--- src/raster_pkg.sv ---
package raster_pkg;

    // ------------------------------
    // DCR bus
    // ------------------------------
    localparam int dcr_addr_bits = 12;
    localparam int dcr_data_bits = 32;

    localparam logic [dcr_addr_bits-1:0] dcr_tbuf_addr   = 12'h000;
    localparam logic [dcr_addr_bits-1:0] dcr_tile_count  = 12'h001;
    localparam logic [dcr_addr_bits-1:0] dcr_pbuf_addr   = 12'h002;
    localparam logic [dcr_addr_bits-1:0] dcr_pbuf_stride = 12'h003;
    localparam logic [dcr_addr_bits-1:0] dcr_dst_size    = 12'h004; // Width low, height high.

    // ------------------------------
    // Geometry
    // ------------------------------
    localparam int dim_bits    = 16;
    localparam int tile_bits   = 16;
    localparam int stride_bits = 16;
    localparam int tile_log2   = 4;
    localparam int tile_size   = 1 << tile_log2;

    localparam int tile_rec_bytes = 8; // One slot in the tile-record buffer.
    localparam int pixel_bytes    = 4;

    // ------------------------------
    // Types
    // ------------------------------
    typedef struct packed {
        logic                     valid;
        logic [dcr_addr_bits-1:0] addr;
        logic [dcr_data_bits-1:0] data;
    } dcr_write_t;

    typedef struct packed {
        logic [dcr_data_bits-1:0] tbuf_addr;
        logic [tile_bits-1:0]     tile_count;
        logic [dcr_data_bits-1:0] pbuf_addr;
        logic [stride_bits-1:0]   pbuf_stride;
        logic [dim_bits-1:0]      dst_xmax;
        logic [dim_bits-1:0]      dst_ymin;   // First row of this instance's band.
        logic [dim_bits-1:0]      dst_ymax;   // One past the last row of the band.
    } raster_dcrs_t;

    typedef struct packed {
        logic [tile_bits-1:0] index;
        logic [dim_bits-1:0]  x;
        logic [dim_bits-1:0]  y;
    } tile_pos_t;

    typedef struct packed {
        logic [dim_bits-1:0]      x;
        logic [dim_bits-1:0]      y;
        logic [dcr_data_bits-1:0] rec_addr;
        logic [dcr_data_bits-1:0] pix_addr;
    } tile_rec_t;

    typedef enum logic [1:0] {
        ctrl_idle,
        ctrl_walk,
        ctrl_drain,
        ctrl_done
    } ctrl_state_e;

endpackage
--- src/raster_top.sv ---
`timescale 1ns/1ps

module raster_top #(
    parameter int num_instances = 1,
    parameter int instance_idx  = 0
) (
    input  logic                   clk,
    input  logic                   rst_n,
    input  raster_pkg::dcr_write_t dcr_write,
    input  logic                   start,
    input  logic                   stall,
    output logic                   tile_valid,
    output raster_pkg::tile_rec_t  tile,
    output logic                   busy,
    output logic                   done
);
    import raster_pkg::*;

    raster_dcrs_t dcrs;
    tile_pos_t    pos;
    logic         pos_valid;
    logic         last;
    logic         clear;
    logic         step;
    logic         pipe_empty;

    raster_dcr #(
        .num_instances (num_instances),
        .instance_idx  (instance_idx)
    ) u_dcr (
        .clk       (clk),
        .rst_n     (rst_n),
        .dcr_write (dcr_write),
        .dcrs      (dcrs)
    );

    raster_ctrl u_ctrl (
        .clk        (clk),
        .rst_n      (rst_n),
        .start      (start),
        .stall      (stall),
        .pos_valid  (pos_valid),
        .last       (last),
        .pipe_empty (pipe_empty),
        .clear      (clear),
        .step       (step),
        .busy       (busy),
        .done       (done)
    );

    raster_tile_counter u_counter (
        .clk       (clk),
        .rst_n     (rst_n),
        .dcrs      (dcrs),
        .clear     (clear),
        .step      (step),
        .stall     (stall),
        .pos       (pos),
        .pos_valid (pos_valid),
        .last      (last)
    );

    raster_addr_gen u_addr_gen (
        .clk        (clk),
        .rst_n      (rst_n),
        .dcrs       (dcrs),
        .pos        (pos),
        .pos_valid  (pos_valid),
        .stall      (stall),
        .tile_valid (tile_valid),
        .tile       (tile),
        .pipe_empty (pipe_empty)
    );

endmodule

--- src/raster_addr_gen.sv ---
`timescale 1ns/1ps

module raster_addr_gen (
    input  logic                     clk,
    input  logic                     rst_n,
    input  raster_pkg::raster_dcrs_t dcrs,
    input  raster_pkg::tile_pos_t    pos,
    input  logic                     pos_valid,
    input  logic                     stall,
    output logic                     tile_valid,
    output raster_pkg::tile_rec_t    tile,
    output logic                     pipe_empty
);
    import raster_pkg::*;

    logic                     s1_valid;
    logic [dcr_data_bits-1:0] s1_rec_addr;
    logic [dcr_data_bits-1:0] s1_row_off;
    logic [dim_bits-1:0]      s1_x;
    logic [dim_bits-1:0]      s1_y;

    logic                     s2_valid;
    tile_rec_t                s2_tile;

    always_ff @(posedge clk or negedge rst_n) begin
        if (!rst_n) begin
            s1_valid <= 1'b0;
            s2_valid <= 1'b0;
        end else if (!stall) begin
            s1_valid <= pos_valid;
            s2_valid <= s1_valid;
        end
    end

    // ------------------------------
    // Stage 1: slot address and row offset
    // ------------------------------
    always_ff @(posedge clk) begin
        if (!stall && pos_valid) begin
            s1_rec_addr <= dcrs.tbuf_addr
                         + dcr_data_bits'(pos.index) * dcr_data_bits'(tile_rec_bytes);
            s1_row_off  <= dcr_data_bits'(pos.y) * dcr_data_bits'(dcrs.pbuf_stride);
            s1_x        <= pos.x;
            s1_y        <= pos.y;
        end
    end

    // ------------------------------
    // Stage 2: first pixel address
    // ------------------------------
    always_ff @(posedge clk) begin
        if (!stall && s1_valid) begin
            s2_tile.x        <= s1_x;
            s2_tile.y        <= s1_y;
            s2_tile.rec_addr <= s1_rec_addr;
            s2_tile.pix_addr <= dcrs.pbuf_addr + s1_row_off
                              + dcr_data_bits'(s1_x) * dcr_data_bits'(pixel_bytes);
        end
    end

    assign tile_valid = s2_valid && !stall;
    assign tile       = s2_tile;

    // Stage two always empties on the next unstalled edge, so stage one decides.
    assign pipe_empty = !s1_valid;

endmodule

--- src/raster_tile_counter.sv ---
`timescale 1ns/1ps

module raster_tile_counter (
    input  logic                     clk,
    input  logic                     rst_n,
    input  raster_pkg::raster_dcrs_t dcrs,
    input  logic                     clear,
    input  logic                     step,
    input  logic                     stall,
    output raster_pkg::tile_pos_t    pos,
    output logic                     pos_valid,
    output logic                     last
);
    import raster_pkg::*;

    // One extra bit on the sums so that the compares see no wrap-around.
    logic [dim_bits:0]  x_next;
    logic [dim_bits:0]  y_next;
    logic [tile_bits:0] index_next;
    logic               wrap;
    logic               last_row;
    logic               last_limit;
    logic               band_empty;

    assign x_next     = {1'b0, pos.x} + (dim_bits + 1)'(tile_size);
    assign y_next     = {1'b0, pos.y} + (dim_bits + 1)'(tile_size);
    assign index_next = {1'b0, pos.index} + 1'b1;

    assign wrap       = (x_next >= {1'b0, dcrs.dst_xmax});
    assign last_row   = wrap && (y_next >= {1'b0, dcrs.dst_ymax});
    assign last_limit = (index_next >= {1'b0, dcrs.tile_count});
    assign last       = pos_valid && (last_row || last_limit);

    assign band_empty = (dcrs.dst_ymin >= dcrs.dst_ymax)
                     || (dcrs.dst_xmax == '0)
                     || (dcrs.tile_count == '0);

    // ------------------------------
    // Row-major stepper
    // ------------------------------
    always_ff @(posedge clk or negedge rst_n) begin
        if (!rst_n) begin
            pos       <= '0;
            pos_valid <= 1'b0;
        end else if (clear) begin
            pos.index <= '0;
            pos.x     <= '0;
            pos.y     <= dcrs.dst_ymin;
            pos_valid <= !band_empty;
        end else if (step && !stall) begin
            if (last) begin
                pos_valid <= 1'b0; // Stepped past the final tile.
            end else begin
                pos.index <= index_next[tile_bits-1:0];
                if (wrap) begin
                    pos.x <= '0;
                    pos.y <= y_next[dim_bits-1:0];
                end else begin
                    pos.x <= x_next[dim_bits-1:0];
                end
            end
        end
    end

endmodule

--- src/raster_ctrl.sv ---
`timescale 1ns/1ps

module raster_ctrl (
    input  logic clk,
    input  logic rst_n,
    input  logic start,
    input  logic stall,
    input  logic pos_valid,
    input  logic last,
    input  logic pipe_empty,
    output logic clear,
    output logic step,
    output logic busy,
    output logic done
);
    import raster_pkg::*;

    ctrl_state_e state;
    ctrl_state_e state_next;

    always_ff @(posedge clk or negedge rst_n) begin
        if (!rst_n) begin
            state <= ctrl_idle;
        end else begin
            state <= state_next;
        end
    end

    // ------------------------------
    // Next state and strobes
    // ------------------------------
    always_comb begin
        state_next = state;
        clear      = 1'b0;
        step       = 1'b0;

        case (state)
            ctrl_idle: begin
                // Clear goes out in the start cycle, so the counter is loaded on the same edge.
                if (start && !stall) begin
                    clear      = 1'b1;
                    state_next = ctrl_walk;
                end
            end
            ctrl_walk: begin
                if (!stall) begin
                    step = pos_valid;
                    if (!pos_valid || last) begin
                        state_next = ctrl_drain;
                    end
                end
            end
            ctrl_drain: begin
                if (!stall && pipe_empty) begin
                    state_next = ctrl_done;
                end
            end
            ctrl_done: begin
                state_next = ctrl_idle; // Done is one cycle, stall or not.
            end
            default: begin
                state_next = ctrl_idle;
            end
        endcase
    end

    assign busy = (state != ctrl_idle);
    assign done = (state == ctrl_done);

endmodule

--- src/raster_dcr.sv ---
`timescale 1ns/1ps

module raster_dcr #(
    parameter int num_instances = 1,
    parameter int instance_idx  = 0
) (
    input  logic                     clk,
    input  logic                     rst_n,
    input  raster_pkg::dcr_write_t   dcr_write,
    output raster_pkg::raster_dcrs_t dcrs
);
    import raster_pkg::*;

    localparam int inst_log2 = $clog2(num_instances);
    localparam bit last_inst = (instance_idx == num_instances - 1);

    logic [dim_bits-1:0] dst_width;
    logic [dim_bits-1:0] dst_height;
    logic [dim_bits-1:0] band_height;
    logic [dim_bits-1:0] band_ymin;
    logic [dim_bits-1:0] band_ymax;

    raster_dcrs_t regs;

    // ------------------------------
    // Band of rows for this instance
    // ------------------------------
    assign dst_width   = dcr_write.data[0 +: dim_bits];
    assign dst_height  = dcr_write.data[16 +: dim_bits];
    assign band_height = dst_height >> inst_log2;

    assign band_ymin = dim_bits'(instance_idx * band_height);

    // The last instance also takes the rows left over by the division.
    assign band_ymax = last_inst ? dst_height : dim_bits'((instance_idx + 1) * band_height);

    // ------------------------------
    // Register file
    // ------------------------------
    always_ff @(posedge clk or negedge rst_n) begin
        if (!rst_n) begin
            regs <= '0;
        end else if (dcr_write.valid) begin
            case (dcr_write.addr)
                dcr_tbuf_addr: begin
                    regs.tbuf_addr <= dcr_write.data;
                end
                dcr_tile_count: begin
                    regs.tile_count <= dcr_write.data[tile_bits-1:0];
                end
                dcr_pbuf_addr: begin
                    regs.pbuf_addr <= dcr_write.data;
                end
                dcr_pbuf_stride: begin
                    regs.pbuf_stride <= dcr_write.data[stride_bits-1:0];
                end
                dcr_dst_size: begin
                    regs.dst_xmax <= dst_width;
                    regs.dst_ymin <= band_ymin;
                    regs.dst_ymax <= band_ymax;
                end
                default: begin
                    regs <= regs; // Unknown addresses are dropped.
                end
            endcase
        end
    end

    assign dcrs = regs;

endmodule

--- config.mk ---
export PLATFORM = sky130hd
export DESIGN_NAME = raster_top
export DESIGN_NICKNAME = d
export VERILOG_FILES = /design/src/raster_pkg.sv /design/src/raster_top.sv /design/src/raster_addr_gen.sv /design/src/raster_tile_counter.sv /design/src/raster_ctrl.sv /design/src/raster_dcr.sv
export SDC_FILE = /design/constraint.sdc
export NUM_CORES = 1
export LEC_CHECK = 0
export BUFFER_PORTS_ARGS = -buffer_cell sky130_fd_sc_hd__buf_2
export CORE_UTILIZATION = 44
export DETAILED_ROUTE_END_ITERATION = 6
export GPL_TIMING_DRIVEN = 0
export HOLD_SLACK_MARGIN = 0.12
export PLACE_DENSITY_LB_ADDON = 0.08
export SYNTH_ARGS = -nofsm -noshare
export SYNTH_HDL_FRONTEND = slang
export SYNTH_HIERARCHICAL = 1
export SYNTH_SLANG_ARGS = --single-unit
--- constraint.sdc ---
create_clock -name clk -period 18.2 [get_ports clk]
set_input_delay 3.64 -clock clk [delete_from_list [all_inputs] [get_ports clk]]
set_output_delay 3.64 -clock clk [all_outputs]
set_load 0.03 [all_outputs]
==> reports/metrics.csv, run 1 <==
stage,metric,value,unit
power_and_ir_drop,Int Pwr,1.56,mW
worst_setup_path,critical path type,in2out,
worst_setup_path,"Critical Path, Cell by Cell",buf_2 -> nor2b_1 -> buf_2,
power_and_ir_drop,Psw,0.766,mW
finish,Layout Nets,3180,
synthesis,"Cell Area, Synth",27600,µm²
global_routing,first-pass GRT wire length,117000,µm
routing,TritonRoute pass-1 iters,5,
synthesis,Synth top area share,20.9,%
sta,fmax,0.128,GHz
finish,Area Growth Syn to Fin,12.2,%
synthesis,Post-synth ARST share,48.0,%
worst_setup_path,CP max stage delay,200,ps
synthesis,Synth area leader,edfxtp_1,
power_and_ir_drop,Sequential Power Share,44.9,%
die,die area,63700,µm²
routing,number of routed nets with antenna violations,0,
global_routing,largest net degree at the start of global routing,116,
clock_network,worst skew pair latency,570,ps
routing,via/cell ratio,5.45,
die,core area,61800,µm²
flow_run,# Max-Cap Violations,0,
power_and_ir_drop,logic gate share of total power,19.7,%
synthesis,sequential fraction of the synthesis area,36.9,%
sta,Final Hold Viols,0,
die,Rows,91,
die,IO Pins,148,
routing,wire per inst,21.3,µm
worst_setup_path,"most used cell, CP",buf_2,
clock_network,Clock Path Buffers,3,
worst_setup_path,critical path endpoint category,output port,
synthesis,Yosys reg bits,369,
placement,placed cells,3479,
routing,DR vias,19400,
sta,endpoints failing setup,0,
sta,Pins Over Slew Limit,0,
sta,crit path time final,7800,ps
clock_network,# resized after CTS,0,
sta,unrepaired setup endpoints after global routing,no,
clock_network,cts hold-fix bufs,0,
worst_setup_path,Worst path slowest cell,buf_2,
routing,# DRC,0,
power_and_ir_drop,Net Sw Frac,32.9,%
worst_setup_path,Arrival @ worst endpoint,4160,ps
placement,port buffer count,147,
die,Die Width,252,µm
finish,Final Non-Filler Cells,3558,
clock_network,cts bufs inserted,43,
clock_network,postcts setup bufs,0,
routing,drt total wl,75900,µm
sta,period utilization,42.9,%
outcome,outcome,finished clean,
worst_setup_path,Critical Path RT,14560,ps
clock_network,clock slew at reported path FFs,60,ps
power_and_ir_drop,clock share of power,35.4,%
die,Chip Height,252,µm
synthesis,"EDFF count, synth",192,
worst_setup_path,CP Max Fanout,10,
synthesis,Mapped Avg Cell Area,11.2,µm²
finish,fraction of layout cells with a size suffix above 1,16.0,%
routing,initial DRC count,1196,
clock_network,CTS tree,built,
synthesis,yosys warns,6,
clock_network,clock root cell,clkbuf_16,
global_routing,initial antenna violation count,6,
die,Starting Density,44.6,%
hold_path,HP Class,reg2reg,
global_routing,vias in the first global route,19600,
synthesis,most common cell in the netlist,inv_1,
placement,Final Wtd Congestion,0.914,
synthesis,Netlist cell types,91,
clock_network,clock tree sinks,369,
power_and_ir_drop,Lkg Pwr,14.5,nW
synthesis,dominant cells by area after synthesis,"edfxtp_1, dfrtp_1, fa_1",
clock_network,CTS H-tree depth,2,
power_and_ir_drop,Worst VDD drop,0.0554,mV
synthesis,synth cell count leaders,"inv_1, ha_1, nand2_1",
global_routing,gr usage total,24.3,%
global_routing,final global-route overflow total,0,
sta,Final Skew,28.9,ps
power_and_ir_drop,power per cell area,75.2,nW/µm²
sta,Slew headroom,41.5,%
sta,TNS Setup,0,ps
synthesis,Syn Inst Count,2470,
synthesis,most common flop cell mapped by yosys,edfxtp_1,
sta,Slew @ Worst Pin,870,ps
worst_setup_path,Critical Path Start Type,input pin,
placement,post-DP HPWL,59300,µm
routing by layer:
layer | GRT usage, % | up-vias | routed length (µm)
li1 | - | 8894 | -
met3 | 3.25 | 99 | 4020
met2 | 39.5 | 532 | 35800
met4 | 8.17 | 4 | 2510
met1 | 33.3 | 9864 | 33600
met5 | 0 | - | 25
layout by cell type (no fill, tap or decap), drive strengths merged, types with 7 or more instances in the layout:
cell and n:
o31ai 24, xor2 37, nor4 17, o21ai 56, nand4 35, o21a 10, fa 212, nor3 13
clkbuf 123, nor2b 22, o21bai 10, mux2 140, dfrtp 177, nor2 84, nand2 223, edfxtp 192
and2 129, nand3 47, buf 195, a21oi 98, inv 299, xnor2 79, ha 232, or4 17
a31oi 15, a21o 43, o211ai 7, conb 20, nand2b 12, o41ai 7, a211oi 21, and3 18
clkinv 12, or3 7
kinds of logic (layout without fill, tap and decap cells):
logic type / count (synthesis) / in the layout / synth area share, %
and+or+nand+nor: 642 / 642 / 12.2
xor gates and xnor gates: 116 / 116 / 3.68
AOI/OAI and AO/OA: 353 / 353 / 8.83
other: 2 / 21 / 0.0272
muxes: 144 / 144 / 6.36
buffers and inverters: 400 / 632 / 6.07
adders and majority gates: 444 / 444 / 25.9
DFF: 369 / 369 / 36.9
critical path, delay by kind of cell:
family	cells	cell delay [ps]
simple gates	1	130
buf+inv	2	390
per-stage QoR:
| stage | hold WS, ps | util [%] | instance area, µm² | setup WS, ps | power [mW] |
|---|---|---|---|---|---|
| finish | 418 | 50.1 | 31000 | 10400 | 2.33 |
| global placement | 400 | 47.6 | 29500 | 6800 | 1.51 |
| CTS | 419 | 50.1 | 31000 | 10380 | 2.35 |
| floorplan | 400 | - | 27700 | 9690 | 1.29 |
| global route | 426 | 50.1 | 31000 | 10360 | 2.44 |
| detailed placement | 405 | 47.9 | 29600 | 10390 | 1.52 |
power groups by stage:
stage	combinational, mW	clock (mW)	sequential, mW
global route	0.500	0.884	1.05
detailed placement	0.451	0	1.06
CTS	0.453	0.852	1.05
global placement	0.437	0	1.07
finish	0.458	0.824	1.05
floorplan	0.277	0	1.01
cell type report:
type                            instances  area, µm²
Clock inverter                         16        159
Multi-Input combinational cell       1719      15800
Antenna cell                            1       2.50
Clock buffer                           62       1180
Inverter                              298       1120
Tap cell                              837       1050
Sequential cell                       369      10200
Timing Repair Buffer                  154        901
Fill cell                            5705      30900
Buffer                                102        558
worst paths after layout:
check / startpoint / end / slack (ps) / depth (start not counted)
min in group asynchronous: rst_n / u_counter/pos[38] / 3020 / 1
worst min register to register: u_addr_gen/s1_rec_addr[28] / u_addr_gen/tile[60] / 420 / 0
worst max register to register: u_counter/pos[10] / u_addr_gen/s1_row_off[28] / 10670 / 19
max in group asynchronous: rst_n / u_dcr/dcrs[11] / 14150 / 2
worst min-delay path: u_addr_gen/s1_rec_addr[28] / u_addr_gen/tile[60] / 420 / 0
worst max-delay path: stall / tile_valid / 10400 / 3
registers in the layout, summed over array words and instances (netlist names):
name / flops
u_counter/pos: 44
u_addr_gen/tile: 96
u_addr_gen/s2_valid: 1
u_counter/pos_valid: 1
u_addr_gen/s1_y: 16
u_ctrl/state: 2
u_dcr/dcrs: 128
u_addr_gen/s1_row_off: 32
u_addr_gen/s1_x: 16
u_addr_gen/s1_valid: 1
u_addr_gen/s1_rec_addr: 32
Power figures use the tool's default switching activity.
==> inputs of run 2 (changes only) <==
--- a/config.mk
+++ b/config.mk
@@ -5,6 +5,7 @@
 export SDC_FILE = /design/constraint.sdc
 export NUM_CORES = 1
 export LEC_CHECK = 0
+export ABC_AREA = 1
 export BUFFER_PORTS_ARGS = -buffer_cell sky130_fd_sc_hd__buf_2
 export CORE_UTILIZATION = 44
 export DETAILED_ROUTE_END_ITERATION = 6
==> constraint.sdc (replaced) <==
create_clock -name clk -period 7 [get_ports clk]
set_input_delay 1.4 -clock clk [delete_from_list [all_inputs] [get_ports clk]]
set_output_delay 1.4 -clock clk [all_outputs]
set_load 0.03 [all_outputs]
==> run 2 against run 1 <==
Compared with the run above:
- worst hold slack worse by 4.6 ps
- die area is 7.4% higher
- critical endpoint is now u_addr_gen/s1_row_off[27]
- largest cell class unchanged
- clock power grew to 2.6 times the previous value
- largest power group unchanged
- routed wire length is 8.5% higher
- synthesized cell count is 50% higher
- cell count is 35% higher
- sequential power is 130% higher
- global-route usage is 0.69 points higher
- clock skew is 25 ps higher
==> reports/metrics.csv, run 2 <==
stage,metric,value,unit
synthesis,Post-synth ARST share,48.0,%
routing,via/cell ratio,4.82,
hold_path,Hold Path Depth,0,
power_and_ir_drop,Sequential Power Share,43.9,%
global_routing,vias in the first global route,23000,
sta,period utilization,95.3,%
flow_run,# Max-Cap Violations,0,
hold_path,HP Class,reg2reg,
finish,final instance area,33100,µm²
synthesis,Syn Inst Count,3701,
power_and_ir_drop,Net Sw Frac,31.2,%
power_and_ir_drop,logic gate share of total power,17.8,%
routing,top layer in use,met4,
synthesis,sequential fraction of the synthesis area,34.4,%
synthesis,most common flop cell mapped by yosys,edfxtp_1,
clock_network,CTS tree,built,
die,Die Width,262,µm
placement,post-DP HPWL,66500,µm
worst_setup_path,path depth of the worst reg2reg path,20,
synthesis,Mapped Avg Cell Area,8.02,µm²
clock_network,clock tree sinks,369,
placement,dpl cell area,31700,µm²
global_routing,initial antenna violation count,0,
routing,TritonRoute pass-1 iters,5,
clock_network,cts hold-fix bufs,0,
routing,wire per inst,17.1,µm
global_routing,final global-route overflow total,0,
finish,most frequent cells in the layout,"nand2_1, inv_1, nand3_1, ha_1, fa_1",
outcome,outcome,finished clean,
sta,Slew @ Worst Pin,977,ps
sta,fmax,0.150,GHz
placement,DP Worst Slack,356,ps
sta,Final Skew,53.6,ps
global_routing,gr usage total,24.9,%
finish,Area Growth Syn to Fin,11.6,%
routing,number of routed nets with antenna violations,0,
clock_network,worst skew pair latency,610,ps
synthesis,Netlist cell types,44,
synthesis,dominant cells by area after synthesis,"edfxtp_1, nand2_1, dfrtp_1",
routing,DR vias,23200,
routing,met1 wire length,37500,µm
finish,Layout Nets,4410,
synthesis,Synth top area share,19.4,%
synthesis,"EDFF count, synth",192,
synthesis,"Cell Area, Synth",29700,µm²
power_and_ir_drop,Lkg Pwr,18.5,nW
sta,unrepaired setup endpoints after global routing,no,
power_and_ir_drop,Worst VDD drop,0.195,mV
synthesis,synth cell count leaders,"nand2_1, inv_1, nand3_1",
finish,fillers,6603,
power_and_ir_drop,Int Pwr,3.82,mW
die,core area,66200,µm²
power_and_ir_drop,Overall Power,5.55,mW
routing,drt total wl,82400,µm
sta,Slew headroom,34.6,%
sta,Pins Over Slew Limit,0,
die,die area,68500,µm²
clock_network,CTS H-tree depth,2,
global_routing,first-pass GRT wire length,129000,µm
routing,WL met3,5120,µm
clock_network,clock slew at reported path FFs,60,ps
routing,initial DRC count,1720,
sta,Final Hold Viols,0,
power_and_ir_drop,Psw,1.73,mW
sta,endpoints failing setup,0,
worst_setup_path,Critical Path RT,7290,ps
die,IO Pins,148,
clock_network,# resized after CTS,0,
synthesis,most common cell in the netlist,nand2_1,
placement,port buffer count,147,
synthesis,yosys warns,6,
clock_network,cts bufs inserted,42,
clock_network,clock root cell,clkbuf_16,
placement,Final Wtd Congestion,0.931,
synthesis,Synth area leader,edfxtp_1,
clock_network,Clock Path Buffers,3,
worst_setup_path,critical path type,reg2reg,
die,Chip Height,262,µm
routing,# DRC,0,
power_and_ir_drop,clock share of power,38.4,%
sta,crit path time final,6670,ps
clock_network,postcts setup bufs,0,
global_routing,largest net degree at the start of global routing,90,
finish,"most common cell after layout, fill and taps aside",nand2_1,
routing,DR WL met2,36600,µm
synthesis,Yosys reg bits,369,
power_and_ir_drop,power per cell area,168,nW/µm²
finish,fraction of layout cells with a size suffix above 1,8.96,%
worst_setup_path,critical path endpoint category,register,
finish,Antenna Diode Count,0,
sta,fin worst setup slack,331,ps
sta,TNS Setup,0,ps
die,Rows,94,
worst_setup_path,Critical Path Start Type,register,
worst_setup_path,Arrival @ worst endpoint,6960,ps
worst_setup_path,CP Max Fanout,10,
finish,Largest register FFs,128,
die,Starting Density,44.8,%
## run 2: critical path: stages (launching register included)
cell	delay, ps
dfrtp_1	480
clkbuf_1	540
clkbuf_1	520
nand2_1	160
fa_1	560
inv_1	50
fa_1	470
fa_1	520
fa_1	560
fa_1	570
inv_1	60
fa_1	550
inv_1	50
ha_1	400
nand2_1	80
inv_1	90
nand2_1	70
nor3_1	230
nand3_1	160
nand4_1	120
nand2_1	100
## run 2: path summary, 6_finish.rpt
kind	from	endpoint	slack, ps
max reg2reg	u_counter/pos[4]	u_addr_gen/s1_row_off[27]	330
max	u_counter/pos[4]	u_addr_gen/s1_row_off[27]	330
min	u_addr_gen/s1_rec_addr[16]	u_addr_gen/tile[48]	410
min in group asynchronous	rst_n	u_ctrl/state[0]	780
min reg2reg	u_addr_gen/s1_rec_addr[16]	u_addr_gen/tile[48]	410
max in group asynchronous	rst_n	u_dcr/dcrs[65]	5260
## run 2: power by group through the flow
| stage | registers [mW] | logic [mW] | clock network (mW) |
|---|---|---|---|
| floorplan | 2.43 | 0.599 | 0 |
| global placement | 2.48 | 0.973 | 0 |
| detailed placement | 2.48 | 0.976 | 0 |
| CTS | 2.44 | 0.981 | 2.19 |
| global route | 2.44 | 1.09 | 2.28 |
| finish | 2.44 | 0.986 | 2.13 |
## run 2: cells by family after synthesis
family,synth area share [%]
AND/OR/NAND/NOR,25.6
buffers and inverters,11.4
adder cells (fa/ha/maj),24.1
flip-flops,34.4
AO/OA/AOI/OAI,2.37
XOR/XNOR,2.10
other,0.0253
## run 2: layer usage
| metal | up-vias | global-route usage (%) |
|---|---|---|
| met3 | 144 | 3.65 |
| met2 | 609 | 39.6 |
| met1 | 10700 | 34.6 |
| li1 | 11800 | - |
| met4 | 0 | 9.21 |
| met5 | - | 0 |
## run 2: area by class of cell
class	count	area (µm²)	area share (%)
Clock inverter	22	204	0.616
Tap cell	864	1080	3.27
Buffer	136	659	1.99
Sequential cell	369	10200	30.8
Clock buffer	55	1150	3.47
Inverter	730	2740	8.28
Multi-Input combinational cell	2484	16200	48.8
Timing Repair Buffer	154	908	2.74
## run 2: per-stage QoR
stage,utilization (%),hold WS [ps],instances
detailed placement,47.9,405,4737
floorplan,-,400,3719
global route,50.0,421,4814
finish,50.0,413,4814
CTS,50.0,416,4814
global placement,47.7,401,4730
